--- config.mk ---
export PLATFORM = sky130hd
export DESIGN_NAME = major_state
export DESIGN_NICKNAME = d
export VERILOG_FILES = /design/src/pdp8_defs.svh /design/src/pdp8_pkg.sv /design/src/major_state.sv
export SDC_FILE = /design/constraint.sdc
export NUM_CORES = 1
export LEC_CHECK = 0
export BUFFER_PORTS_ARGS = -buffer_cell sky130_fd_sc_hd__buf_2
export CAP_MARGIN = 20
export CORE_AREA = 2 2 39 41
export DETAILED_ROUTE_END_ITERATION = 6
export DIE_AREA = 0 0 41 43
export PLACE_DENSITY = 0.81
export SYNTH_ARGS = -nofsm -noshare
export SYNTH_HDL_FRONTEND = slang
export SYNTH_SLANG_ARGS = --single-unit
--- constraint.sdc ---
create_clock -name clk -period 1.4 [get_ports clk]
set_input_delay 0.28 -clock clk [delete_from_list [all_inputs] [get_ports clk]]
set_output_delay 0.28 -clock clk [all_outputs]
set_load 0.05 [all_outputs]
--- src/pdp8_defs.svh ---
`ifndef PDP8_DEFS_SVH
`define PDP8_DEFS_SVH

// highest field with real memory behind it
`define MAX_FIELD 3'd1

// fields built into core_mem, addressed by the low field bit
`define RAM_FIELDS 2

// ma[0:8] of the auto-index locations 0010-0017
`define AUTO_INDEX_PAGE 9'o001

`endif

--- src/pdp8_pkg.sv ---
package pdp8_pkg;

    // one clock per state
    typedef enum logic [4:0] {
        F0, FW, F1, F2, F3,     // fetch
        D0, DW, D1, D2, D3,     // defer
        E0, EW, E1, E2, E3,     // execute
        H0, HW, H1, H2, H3      // halted, panel cycles
    } major_state_t;

    typedef enum logic [0:2] {
        AND, TAD, ISZ, DCA, JMS, JMP, IOT, OPR
    } opcode_t;

    // memory reference layout
    typedef struct packed {
        opcode_t     opcode;
        logic        indirect;
        logic        page;      // 1 = current page
        logic [0:6]  offset;
    } mri_word_t;

    // operate group 1
    typedef struct packed {
        opcode_t     opcode;
        logic        group;     // 0 here
        logic        cla;
        logic        cll;
        logic        cma;
        logic        cml;
        logic [0:2]  rotate;    // rar, ral, bsw
        logic        iac;
    } opr1_word_t;

    // operate group 2, only hlt is acted on
    typedef struct packed {
        opcode_t     opcode;
        logic        group;     // 1 here
        logic        cla;
        logic        sma;
        logic        sza;
        logic        snl;
        logic        skip_sense;
        logic        osr;
        logic        hlt;
        logic        eae;       // set selects group 3
    } opr2_word_t;

    typedef union packed {
        mri_word_t   mri;
        opr1_word_t  grp1;
        opr2_word_t  grp2;
    } instr_word_t;

endpackage

--- src/major_state.sv ---
`timescale 1ns/100ps

module major_state (
    input  logic                   clk,
    input  logic                   reset,
    input  pdp8_pkg::instr_word_t  instruction,
    input  logic                   load_addr,
    input  logic                   deposit,
    input  logic                   examine,
    input  logic                   cont,
    output pdp8_pkg::major_state_t state,
    output logic                   addr_loadd,
    output logic                   depd,
    output logic                   examd,
    output logic                   run
);
    import pdp8_pkg::*;

    major_state_t next_state;
    logic         halt_req;
    logic         panel_req;

    assign halt_req = instruction.grp2.group && !instruction.grp2.eae &&
                      instruction.grp2.hlt;
    assign panel_req = load_addr || deposit || examine;
    assign run = !(state inside {H0, HW, H1, H2, H3});

    always_comb begin
        next_state = state;
        case (state)
            F0: next_state = FW;
            FW: next_state = F1;
            F1: next_state = F2;
            F2: next_state = F3;
            F3: begin
                case (instruction.mri.opcode)
                    OPR:     next_state = halt_req ? H0 : F0;
                    IOT:     next_state = F0;   // no devices
                    default: next_state = instruction.mri.indirect ? D0 : E0;
                endcase
            end
            D0: next_state = DW;
            DW: next_state = D1;
            D1: next_state = D2;
            D2: next_state = D3;
            D3: next_state = E0;
            E0: next_state = EW;
            EW: next_state = E1;
            E1: next_state = E2;
            E2: next_state = E3;
            E3: next_state = F0;
            H0: begin
                if (panel_req)
                    next_state = HW;
                else if (cont)
                    next_state = F0;
            end
            HW: next_state = H1;
            H1: next_state = H2;
            H2: next_state = H3;
            H3: next_state = H0;
            default: next_state = H0;
        endcase
    end

    always_ff @(posedge clk) begin
        if (reset) begin
            state      <= H0;
            addr_loadd <= 1'b0;
            depd       <= 1'b0;
            examd      <= 1'b0;
        end else begin
            state <= next_state;
            if (state == H0) begin
                // one request per panel cycle, load address first
                addr_loadd <= load_addr;
                depd       <= !load_addr && deposit;
                examd      <= !load_addr && !deposit && examine;
            end else if (state == H3) begin
                addr_loadd <= 1'b0;
                depd       <= 1'b0;
                examd      <= 1'b0;
            end
        end
    end

endmodule

Word level (Yosys, flattened, before mapping):

Cells that the tools add are included.

* bits in writable memories: 0
* memories kept: 0
* register bits after elaboration: 8
* word-level logic and storage cells: 50
* latch bits: 0
* ROM bits: 0

* add/subtract/negate cells: 0
* $lt $le $gt $ge: 0
* bitwise gates (word level): 0
* reductions and logical operators: 14
* multiplexer cells: 10
* div/mod/pow operators: 0
* eq/ne operators: 22
* shift-type cells: 0
* $mul: 0

Operators by type and width (count)
* 5-bit case mux with 19 select lines: 1
* 5-bit by 4-bit equality test with 1-bit output, second input constant: 8
* 5-bit by 3-bit equality test with 1-bit output, second input constant: 4
* 5-bit equality test, second input constant: 4
* 5-bit by 2-bit equality test with 1-bit output, second input constant: 2
* 5-bit two-way mux: 2
* 4-bit two-way mux: 2
* 4-bit case mux with 2 select lines: 1
* 3-bit equality test, second input constant: 2
* 5-bit by 1-bit equality test with 1-bit output, second input constant: 1
* 1-bit logical AND: 5
* 5-bit logical NOT: 1
* 5-bit nonzero test: 1
* 1-bit logical NOT: 4
* 1-bit two-way mux: 4
* 3-bit inequality test, second input constant: 1
* 1-bit logical OR: 2
* 2-bit nonzero test: 1

Logic depth before layout (Yosys ltp):

* depth after elaboration: 6
* mapped depth: 5
* gate-level depth less buffers: 4

Worst setup path after synthesis:

OpenSTA, ideal clock, no wires.

* path type: register -> output
* from: register state[2]
* to: output port run
* path buffers: 1
* required time: 1120 ps
* setup slack: -581 ps
* cell stages (with the launch flop): 4
* arrival time: 1701 ps
* cells stage by stage: dfxtp_1 buf_2 nor3b_2 nor2_1

* longest elaborated chain between the ends: 3

RTL lines
* start: declaration: line major_state.sv:11 `output pdp8_pkg::major_state_t state,`
* start signal: assignment: line major_state.sv:73 `state <= next_state;`
* 5-bit by 4-bit equality test with 1-bit output / 5-bit equality test (equally long branches): line major_state.sv:26 `assign run = !(state inside {H0, HW, H1, H2, H3});`
* 5-bit nonzero test *: line major_state.sv:26
* 1-bit logical NOT *: line major_state.sv:26
* end: declaration: line major_state.sv:15 `output logic run`

Mark *: on every way between the ends. The rest lies on a longest branch, timed or not.

Worst setup path after layout:

Same ends and word-level chain as after synthesis.

==> run summary <==
The flow ran to the end, but the final reports show violations. The final reports fail on setup timing. Measured along the x axis, the die boundary spans 41 um.

The number of iterations in the first detailed-routing pass came out at 4. The first global-routing pass estimated 2500 um of wire. Clock-pin slew was measured on the worst setup and hold paths at 60 ps. The number of buffer cells added on primary ports came out at 20. The remaining routing DRC violations is 0. The fraction of final layout cells with drive strength greater than 1 is 56.8%. The analysis attributes to cell leakage a power of 0.375 nW. The cell area after technology mapping is 568 um2. The buffers plus inverters on the worst setup path is 1. Traced cell by cell, the critical path runs through nand4_4 > nor2_4 > nor2_4 > buf_6. The net count of the mapped netlist came out at 81. The routed layout has 639 vias. The most common cell type on the critical path is nor2_4. The most instantiated flip-flop cell in the synthesis netlist is dfxtp_1. Synthesis produced a netlist whose cell count is 63. The delay of the slowest critical-path stage is 400 ps.

The number of different library cells used by synthesis comes to 29. For this configuration, the core starts out at a cell density of 41.0%. The final hold slack is 303 ps. The die extent in y came out at 43 um. The slew at the pin closest to its max-slew limit is 359 ps. Data on the critical path arrives at its endpoint at 1130 ps. The commonest cells after synthesis are nor2_1, dfxtp_1, nand2_1. Of all nets on the critical path, the largest fanout is 5.

dfxtp_1 takes more of the synthesized area than any other cell. The combinational cell fraction of total power came out at 68.7%. Dividing total power by cell area gives a power density of 2560 mW/mm2. The final setup TNS is -14.5 ps. Summing all placed instances gives a cell area of 721 um2.

On the final layout, the worst clock skew is 5.95 ps. In this run, flip-flops and latches consume 21.7% of the power. The number of sinks handled by clock tree synthesis is 8. The net switching power is 1.09 mW. The utilization of the core after routing is 60.7%.

Ranked by total cell area, the synthesized netlist is headed by dfxtp_1, nor2_1, a2111oi_4. The insertion delay of the later-clocked pin in the worst-skew pair came out at 270 ps. The count of synthesis-stage warnings from yosys is 0.

The number of antenna-violating nets in the routed design came out at 0. The count of inserted antenna diode cells is 0. The number of register bits inferred by synthesis is 8. The count of final max-slew check failures is 0. Net switching is 50.6% of the power.

In this run the worst hold path is classified as primary input to flop. Summed over its instances, the top area cell type makes up 28.2% of the synthesized netlist area. The number of antenna violations at the first check in global routing is 0. The worst supply voltage drop on vdd came out at 1.04 mV. Yosys mapped a number of flops with a built-in enable equal to 0. After layout, the worst setup slack is -14.5 ps. The internal power of the cells totals 1.06 mW.

The path type of the worst setup path is flop to output port. The final instance area is 840 um2. In this design, the largest share of critical-path delay is due to flip-flops. Dividing the final minimum period by the clock period gives 101%. Measured against its own limit, the worst slew margin works out to 76.1%. The number of vias per cell after detailed routing came out at 5.76. The final number of hold-violating endpoints came to 0. The full die area came out at 0.00176 mm2.

The HPWL after detailed placement is 1020 um. The deepest level of the CTS H-tree came out at 1. The fraction of synthesis flops using an asynchronous set or reset pin came out at 0%. The number of buffers added by the clock tree synthesis step is 3. The area of the core came out at 0.00138 mm2.

The most common cell in the synthesized netlist is nor2_1. The worst endpoint required time is 1120 ps. The tree is rooted in a clkbuf_4.

The number of standard-cell rows in the floorplan came out at 14. The global-route congestion overflow total came out at 0. The total track usage came out at 20.8%. The clock period minus final worst setup slack is 1410 ps. The number of setup violations in the final report came out at 1. The post-synthesis sequential area ratio is 28.2%. The maximum clock frequency came out at 707 MHz. The worst reg-to-reg setup slack is 50 ps. Routability-driven placement finished with a final weighted congestion of 0.745. After detailed routing, the total wire length is 1590 um.

The detailed-route wire length per cell came out at 14.3 um. On the critical path, the stage with the largest delay is an instance of dfxtp_4. 27 I/O pins were placed. TritonCTS built the clock tree. The per-instance average area after synthesis came out at 9.02 um2. Setup repair after global routing could not meet its margin everywhere. STA classifies the critical path startpoint as a flop. The layout filler cell count came out at 116.

The number of violations of the max-capacitance limit is 0. The number of buffers on the longest clock path is 2. The share of total power in the clock network is 9.6%.

The largest net degree at the start of global routing came out at 10. The area added between synthesis and finish is 47.8%. The element type at the critical path end is an output port. The initial detailed-routing violation count is 9.

The number of nets at the end of the flow is 114. The via count of the first global-routing pass came to 601.
## cell families (layout without fill, tap and decap cells)
family	Yosys count	after routing	share of synthesized area (%)
muxes	2	2	3.74
and+or+nand+nor	27	27	29.5
buffers and inverters	6	38	5.73
AOI/OAI and AO/OA	18	18	29.7
DFF	8	8	28.2
xor gates and xnor gates	2	2	3.08
## per-layer routing
metal | vias to the layer above | track usage (%) | share of wire [%]
li1 | 300 | - | -
met1 | 297 | 24.3 | 37
met2 | 35 | 34.7 | 52
met3 | 7 | 3.14 | 7.4
met5 | - | 0 | 0
met4 | 0 | 10.0 | 3.2
## path summary, 6_finish.rpt
kind | start | end | cells after the start
min reg2reg | depd$_SDFFE_PP0P_ | depd$_SDFFE_PP0P_ | 2
max reg2reg | state[2]$_SDFFE_PP1P_ | state[2]$_SDFFE_PP1P_ | 5
min | reset | depd$_SDFFE_PP0P_ | 2
max | state[2]$_SDFFE_PP1P_ | run | 4
## state kept, by name (all words and copies together) (netlist names)
name	flops
depd	1
addr_loadd	1
examd	1
state	5
## metrics by stage
stage,setup slack [ps],power [mW],std cells
final,-14.5,2.15,111
after global placement,-42.4,1.65,99
after floorplan,4.48,1.49,63
after detailed placement,-80.9,1.68,99
after global routing,-63.8,2.28,111
after CTS,4.76,2.10,111
## worst register-to-register path: cells and delay by family, from the launching register on
family,cells,cell delay (ps)
compound gates,3,500
buf+inv,1,160
flops,1,370
simple gates,1,190
## power by group through the flow
stage | registers (mW) | clock network [mW] | logic, mW
2_1_floorplan | 0.701 | 0 | 0.787
3_3_place_gp | 0.528 | 0 | 1.12
6_report | 0.466 | 0.205 | 1.48
4_1_cts | 0.457 | 0.207 | 1.44
3_5_place_dp | 0.534 | 0 | 1.15
5_1_grt | 0.476 | 0.221 | 1.58
## cell type report
type	count	area [um2]	share of cell area [%]
Multi-Input combinational cell	49	393	46.8
Sequential cell	8	179	21.3
Inverter	2	7.51	0.894
Tap cell	16	20.0	2.38
Timing Repair Buffer	32	214	25.5
Clock buffer	4	26.3	3.13
## repair_timing
item | CTS | global route
hold buffers | 0 | 0
gates resized for setup | 4 | 3
pin swaps | 1 | 0
buffers inserted | 8 | 0
setup endpoints to repair | 1 | 4
## cell usage in the layout, fill, tap and decap left out, drive strengths merged, types with 2 or more instances in the layout
cell type	instances
a22oi	3
nand2	7
a21oi	5
nor2	11
dfxtp	8
o21ai	2
inv	2
a2111oi	2
nand2b	2
a32oi	2
buf	30
clkbuf	6
xor2	2
Note: power is estimated with default switching activity, not from simulation.
