==> src/pdp8_defs.svh <==
`ifndef PDP8_DEFS_SVH
`define PDP8_DEFS_SVH

// highest field with real memory behind it
`define MAX_FIELD 3'd1

// fields built into core_mem, addressed by the low field bit
`define RAM_FIELDS 2

// ma[0:8] of the auto-index locations 0010-0017
`define AUTO_INDEX_PAGE 9'o001

`endif

==> src/pdp8_pkg.sv <==
package pdp8_pkg;

    // one clock per state
    typedef enum logic [4:0] {
        F0, FW, F1, F2, F3,     // fetch
        D0, DW, D1, D2, D3,     // defer
        E0, EW, E1, E2, E3,     // execute
        H0, HW, H1, H2, H3      // halted, panel cycles
    } major_state_t;

    typedef enum logic [0:2] {
        AND, TAD, ISZ, DCA, JMS, JMP, IOT, OPR
    } opcode_t;

    // memory reference layout
    typedef struct packed {
        opcode_t     opcode;
        logic        indirect;
        logic        page;      // 1 = current page
        logic [0:6]  offset;
    } mri_word_t;

    // operate group 1
    typedef struct packed {
        opcode_t     opcode;
        logic        group;     // 0 here
        logic        cla;
        logic        cll;
        logic        cma;
        logic        cml;
        logic [0:2]  rotate;    // rar, ral, bsw
        logic        iac;
    } opr1_word_t;

    // operate group 2, only hlt is acted on
    typedef struct packed {
        opcode_t     opcode;
        logic        group;     // 1 here
        logic        cla;
        logic        sma;
        logic        sza;
        logic        snl;
        logic        skip_sense;
        logic        osr;
        logic        hlt;
        logic        eae;       // set selects group 3
    } opr2_word_t;

    typedef union packed {
        mri_word_t   mri;
        opr1_word_t  grp1;
        opr2_word_t  grp2;
    } instr_word_t;

endpackage

==> src/accum_pc.sv <==
`timescale 1ns/100ps

module accum_pc (
    input  logic                   clk,
    input  logic                   reset,
    input  pdp8_pkg::major_state_t state,
    input  pdp8_pkg::instr_word_t  instruction,
    input  logic [0:11]            ma,
    input  logic [0:11]            mdout,
    input  logic                   isz_skip,
    input  logic                   addr_loadd,
    output logic [0:11]            pc,
    output logic [0:11]            ac,
    output logic                   link
);
    import pdp8_pkg::*;

    logic [0:12] opr_lac;   // link:ac through the operate chain
    logic [0:12] tad_sum;

    always_comb begin
        opr_lac = {link, ac};
        if (instruction.grp1.cla)
            opr_lac[1:12] = 12'o0000;
        if (instruction.grp1.cll)
            opr_lac[0] = 1'b0;
        if (instruction.grp1.cma)
            opr_lac[1:12] = ~opr_lac[1:12];
        if (instruction.grp1.cml)
            opr_lac[0] = ~opr_lac[0];
        if (instruction.grp1.iac)
            opr_lac = opr_lac + 13'd1;
    end

    // carry out of ac complements link
    assign tad_sum = {link, ac} + {1'b0, mdout};

    always_ff @(posedge clk) begin
        if (reset) begin
            pc   <= 12'o0000;
            ac   <= 12'o0000;
            link <= 1'b0;
        end else begin
            case (state)
                F1: pc <= pc + 12'o0001;
                F3: begin
                    if (instruction.grp1.opcode == OPR && !instruction.grp1.group)
                        {link, ac} <= opr_lac;
                end
                E2: begin
                    case (instruction.mri.opcode)
                        AND:     ac <= ac & mdout;
                        TAD:     {link, ac} <= tad_sum;
                        DCA:     ac <= 12'o0000;
                        default: ;
                    endcase
                end
                E3: begin
                    case (instruction.mri.opcode)
                        JMP:     pc <= ma;
                        JMS:     pc <= ma + 12'o0001;   // past the stored return
                        default: if (isz_skip) pc <= pc + 12'o0001;
                    endcase
                end
                H3: if (addr_loadd) pc <= ma;   // cont starts here
                default: ;
            endcase
        end
    end

endmodule

==> config.mk <==
export PLATFORM = sky130hd
export DESIGN_NAME = accum_pc
export DESIGN_NICKNAME = d
export VERILOG_FILES = /design/src/pdp8_defs.svh /design/src/pdp8_pkg.sv /design/src/accum_pc.sv
export SDC_FILE = /design/constraint.sdc
export NUM_CORES = 1
export LEC_CHECK = 0
export BUFFER_PORTS_ARGS = -buffer_cell sky130_fd_sc_hd__buf_4
export CORE_UTILIZATION = 30
export CTS_CLUSTER_SIZE = 12
export DETAILED_ROUTE_END_ITERATION = 12
export GPL_ROUTABILITY_DRIVEN = 0
export MAX_ROUTING_LAYER = met4
export PLACE_DENSITY = 0.62
export RECOVER_POWER = 25
export SLEW_MARGIN = 20
export SYNTH_ARGS = -nofsm -noshare
export SYNTH_HDL_FRONTEND = slang
export SYNTH_SLANG_ARGS = --single-unit
==> constraint.sdc <==
create_clock -name clk -period 2.9 [get_ports clk]
set_clock_uncertainty 0.1 [all_clocks]
set_input_delay 0.58 -clock clk [delete_from_list [all_inputs] [get_ports clk]]
set_output_delay 0.58 -clock clk [all_outputs]
set_load 0.02 [all_outputs]
# Yosys cells after proc, flatten, opt, wreduce, memory -nomap -nowiden
# Cells that the tools add are included.
# classes
add_sub_neg,4
eq_ne,15
muxes,15
bitwise_logic,3
reduce_logical,8
# ops
op,count
$pmux 12 s3,2
$mux 12,5
$pmux 12 s2,2
$add 12x1->12 const B,2
$add 13x1->13 const B,1
$add 13x12->13,1
$mux 13,1
$and 12x12->12,1
$not 12->12,1
$eq 5x4->1 const B,2
$eq 3x3->1 const B,3
$reduce_and 3->1,3
$ne 2x2->1 const B,3
$eq 5x2->1 const B,1
$eq 5x3->1 const B,1
$eq 5x5->1 const B,1
$mux 1,4
$ne 4x2->1 const B,1
$ne 4x4->1 const B,1
$eq 3x1->1 const B,1
$eq 3x2->1 const B,1
$logic_not 3->1,1
$reduce_bool 3->1,1
$pmux 1 s2,1
other kinds (4),4
# totals
regBits,25
input_bits,45
elab_cells,48

# Logic depth before layout (Yosys ltp)
# depth
ltp_word,7
ltp_mapped,12
ltp_nobuf,11

# Least setup slack after synthesis
# OpenSTA, ideal clock, no wires.
# synth_path
path_type,input port to flip-flop
startpoint,in instruction[7] (netlist bit)
endpoint,reg ac[1] (netlist bit)
setup_time_ns,0.122
arrival_time_ns,2.658
path_slack_ns,0.020
path_stages,11
n_path_buf,1
cell_sequence,clkbuf_1 clkinv_1 nand2_1 xnor2_1 ha_1 nand2_1 a2111oi_4 mux2i_1 a31oi_1 nor4_1 a221o_1
# synth_between
elab_chain_len,7
# synth_rtl
item,line_no,rtl
from (decl),accum_pc.sv:7,"input pdp8_pkg::instr_word_t instruction,"
$mux 12 (*),accum_pc.sv:23,if (instruction.grp1.cla)
$not 12->12,accum_pc.sv:28,opr_lac[1:12] = ~opr_lac[1:12];
$mux 12 (*),accum_pc.sv:27,if (instruction.grp1.cma)
$add 13x1->13,accum_pc.sv:32,opr_lac = opr_lac + 13'd1;
$mux 13 (*),accum_pc.sv:31,if (instruction.grp1.iac)
$mux 12 (*),accum_pc.sv:47,if (instruction.grp1.opcode == OPR && !instruction.grp1.group)
$pmux 12 s2 (*),accum_pc.sv:44,case (state)
to (signal assigned),accum_pc.sv:48,"{link, ac} <= opr_lac;"
to (signal assigned),accum_pc.sv:52,AND: ac <= ac & mdout;
to (signal assigned),accum_pc.sv:53,"TAD: {link, ac} <= tad_sum;"
to (decl),accum_pc.sv:13,"output logic [0:11] ac,"
# Mark *: on every way between the ends. The rest lies on a longest branch, timed or not. The select of a mux whose other input is x is not followed.
# A chain may end at the register's enable or synchronous reset.

# Worst setup path after layout
# layout_path
startpoint,in mdout[11] (netlist bit)
endpoint,reg link
# layout_between
elab_chain_len,3
# layout_rtl
item,line_no,rtl
from (decl),accum_pc.sv:9,"input logic [0:11] mdout,"
$add 13x12->13,accum_pc.sv:36,"assign tad_sum = {link, ac} + {1'b0, mdout};"
$mux 1,accum_pc.sv:51,case (instruction.mri.opcode)
$pmux 1 s2,accum_pc.sv:44,
to (signal assigned),accum_pc.sv:48,
to (signal assigned),accum_pc.sv:53,
to (decl),accum_pc.sv:14,output logic link
# No other way between the ends. The select of a mux whose other input is x is not followed.

==> summary.txt <==
Run status
  – Outcome: completed

Setup path
  – R2R Setup Slk: roughly 270 ps
  – Startpoint types: input pin
  – Worst EP arrival: around 2800 ps
  – Critical Path Fanout Max: 3
  – Worst Path Buf+Inv: 2
  – CP endpoint kind: flop
  – Critical path class: input pin to flop
  – Worst r2r path cells: 10
  – Worst-path cell chain: buf_4 -> ha_1 -> fa_1 -> a211oi_1 -> buf_4 -> o21ai_0 -> a31oi_1 -> o21ai_0 -> a21oi_1 -> mux2i_1 -> a211oi_1
  – Crit Reg-Reg Startpoint: ac[11]
  – Crit-path slowest cell: fa_1
  – Top Family by Delay on Critical Path: compound AO/OA/AOI/OAI gates
  – Slowest Stage Delay on Critical Path: a little over 400 ps
  – R2R Path End: link
  – Worst Path Required: 3000 ps

Floorplan
  – Rows: 36
  – Initial Utilization: 30.86%
  – DIE WIDTH: 102.0 um
  – Die Y-Extent: 102.0 um
  – IO Pins: 70
  – Core Area: 9729 um^2
  – Die area: 10,410 um^2

Layout
  – Number of fill cells: about 1,100
  – Design Area, Final: 3745 um^2
  – Share of cells above drive strength 1: 17.58%
  – # diodes: 0
  – Area grow syn2layout: 24.71%
  – # nets final: 557
  – Non-filler cells, final: 628

STA
  – Max_slew headroom: between 50% and 60%
  – Worst-Margin Slew: 666.4 ps
  – Max Clock Freq: 366.7 MHz
  – Setup ws final: 173.1 ps
  – Final setup violation count: 0
  – RSZ-0062 raised after global routing: false
  – Final Hold Fails: 0
  – Slew Viols, Final: 0
  – Fin crit share: 94.03%
  – Tmin final: between 2000 and 3000 ps

Routing
  – Detailed-route wire length: 9384 um
  – Drt pass-1 iters: 5
  – 1st-iter DRT viols: 193
  – DRC viols: 0
  – Post-DR wirelength/cell: 14.94 um
  – Via count: about 3,500
  – DRT antenna net count: 0
  – Vias per Instance: about 5.5

Synth
  – Most common flop cell mapped by yosys: dfxtp_1
  – Count leader, synth: o21ai_0
  – Simple-Gate Fraction of Synth Area: 28.96%
  – Synth cell count leaders: 41 x o21ai_0, 40 x nor2_1, 39 x nand2_1, 36 x a21oi_1, 25 x dfxtp_1
  – Combinational family with the most area after synthesis: compound AO/OA/AOI/OAI gates
  – Synth warnings: 0
  – Post-synthesis async set-or-reset flop share: 0%
  – Post-Syn Instances: 427
  – Sequential area share after synthesis: roughly 17%
  – Synth area leader: dfxtp_1
  – XOR/XNOR Fraction of Synth Area: 7.000%
  – Synth Area in Compound Gates: roughly 33%
  – Post-synth EDFFs: 0
  – Synth Area in Adders: 6.917%
  – Syn_area_per_cell: 7.033 um^2
  – Synth top area share: 16.67%
  – Cell Area, Synth: between 3000 and 4000 um^2
  – Top post-synthesis cells by area: dfxtp_1 17%, o21ai_0 6.8%, ha_1 6.3%, a21oi_1 6.0%, xnor2_1 5.2%
  – Yosys reg bits: 25
  – Cell variety after synth: 63
  – Synth Net Count: 488
  – Mux share of post-synthesis cell area: 3.000%

Place
  – Placed Cells: ~620
  – Port Buffer Count: 66
  – DP Wirelength: 7186 um
  – Pre-CTS WS: -114.2 ps
  – Dpl cell area: between 3000 and 4000 um^2

Clock network
  – Clock-pin slew on the worst setup and hold paths: 100 ps
  – # H-tree levels: 1
  – Cts hold-fix bufs: 0
  – Quantity of gates resized following cts: 0
  – Clk Tree Root Cell: clkbuf_8
  – Clock Latency Late Sink: 280 ps
  – Worst-case clock buffer depth: 2
  – Num Clock Sinks: 25
  – Post-CTS Setup Repair Bufs: 0
  – CTS tree: yes
  – CTS buffer count: 3

GRT
  – Overall routing resource usage: 18.76%
  – Vias in the first global route: 3,253
  – Largest net degree at the start of global routing: 29
  – GR Overflow Total: 0
  – Initial antenna violation count: 0
  – First-pass GRT wire length: 15,360 um

Power and ir drop
  – Overall power: 0.8477 mW
  – Maximum vdd ir drop: about 0.12 mV
  – LEAKAGE: 1.444 nW
  – Power Density: 226.4 nW/um^2

Min path
  – Worst Hold End: pc[0]
  – Min-delay src: pc[0]
  – Hold Path Stages: 2
  – Min-delay worst type: flop to flop

Job
  – Maxcap violations: 0
report_power, final:
part           internal (mW)  leakage [nW]  total (mW)  switching (mW)
clock network         0.0980        0.0217       0.234           0.136
logic                  0.115          1.22       0.255           0.140
registers              0.349         0.202       0.358         0.00958
total                  0.562          1.44       0.848           0.286
routing by layer:
layer / routed length (um) / GRT usage (%) / part of all wire [%]
met5: 0 / - / 0
met1: 4470 / 24.82 / 48
met2: 4385 / 30.92 / 47
met3: 457 / 1.710 / 4.9
met4: 70 / 4.066 / 0.75
metrics by stage:
step | hold WS [ps] | TNS [ps] | utilization (%)
2_1_floorplan | 467.2 | 0 | -
3_3_place_gp | 388.5 | -101.1 | 38.45
3_5_place_dp | 406.0 | -114.2 | 38.45
4_1_cts | 420.5 | 0 | 38.95
5_1_grt | 441.8 | 0 | 38.49
6_report | 406.4 | 0 | 38.49
how the worst max path moves through the flow:
stage / end / startpoint / depth (start not counted)
floorplan: ac[1] / instruction[7] / 11
global placement: link / mdout[11] / 11
detailed placement: link / mdout[11] / 11
CTS: link / mdout[11] / 11
global route: link / mdout[11] / 11
finish: link / mdout[11] / 11
final cells by class:
| cell class | instances | area (um^2) | share of cell area, % |
|---|---|---|---|
| tap | 133 | 166.4 | 4.444 |
| inverter | 7 | 26.28 | 0.7016 |
| timing repair buffer | 90 | 630.6 | 16.84 |
| sequential | 25 | 500.5 | 13.36 |
| multi-input combinational | 369 | 2372 | 63.35 |
| clock buffer | 3 | 41.29 | 1.103 |
| clock inverter | 1 | 7.507 | 0.2005 |
worst min-delay path, cell delays in order, from the launching register on:
cell and delay [ps]:
dfxtp_1 330, o21ai_0 70, a21oi_1 60
kinds of logic (layout without fill, tap and decap cells):
logic type / after synthesis / after routing
xor gates and xnor gates: 24 / 24
muxes: 9 / 9
DFF: 25 / 25
buffers and inverters: 33 / 101
adders and majority gates: 16 / 16
and+or+nand+nor: 170 / 170
AOI/OAI and AO/OA: 150 / 150
sequential cells by signal, indices dropped and copies added (netlist names):
register / cells
ac: 12
pc: 12
link: 1
layout by cell type, fill, tap and decap left out, types with 6 or more instances in the layout:
master / Yosys / final
a211oi_1: 11 / 11
a21oi_1: 36 / 36
a31oi_1: 9 / 9
and3_1: 6 / 6
buf_4: 0 / 78
clkbuf_1: 20 / 12
dfxtp_1: 25 / 25
ha_1: 15 / 15
inv_1: 6 / 6
mux2i_1: 9 / 9
nand2_1: 39 / 39
nand2b_1: 6 / 6
nand3_1: 18 / 18
nand3b_1: 6 / 6
nor2_1: 40 / 40
nor3_1: 17 / 17
o21ai_0: 41 / 41
xnor2_1: 18 / 18
xor2_1: 6 / 6
Power figures use the tool's default switching activity.
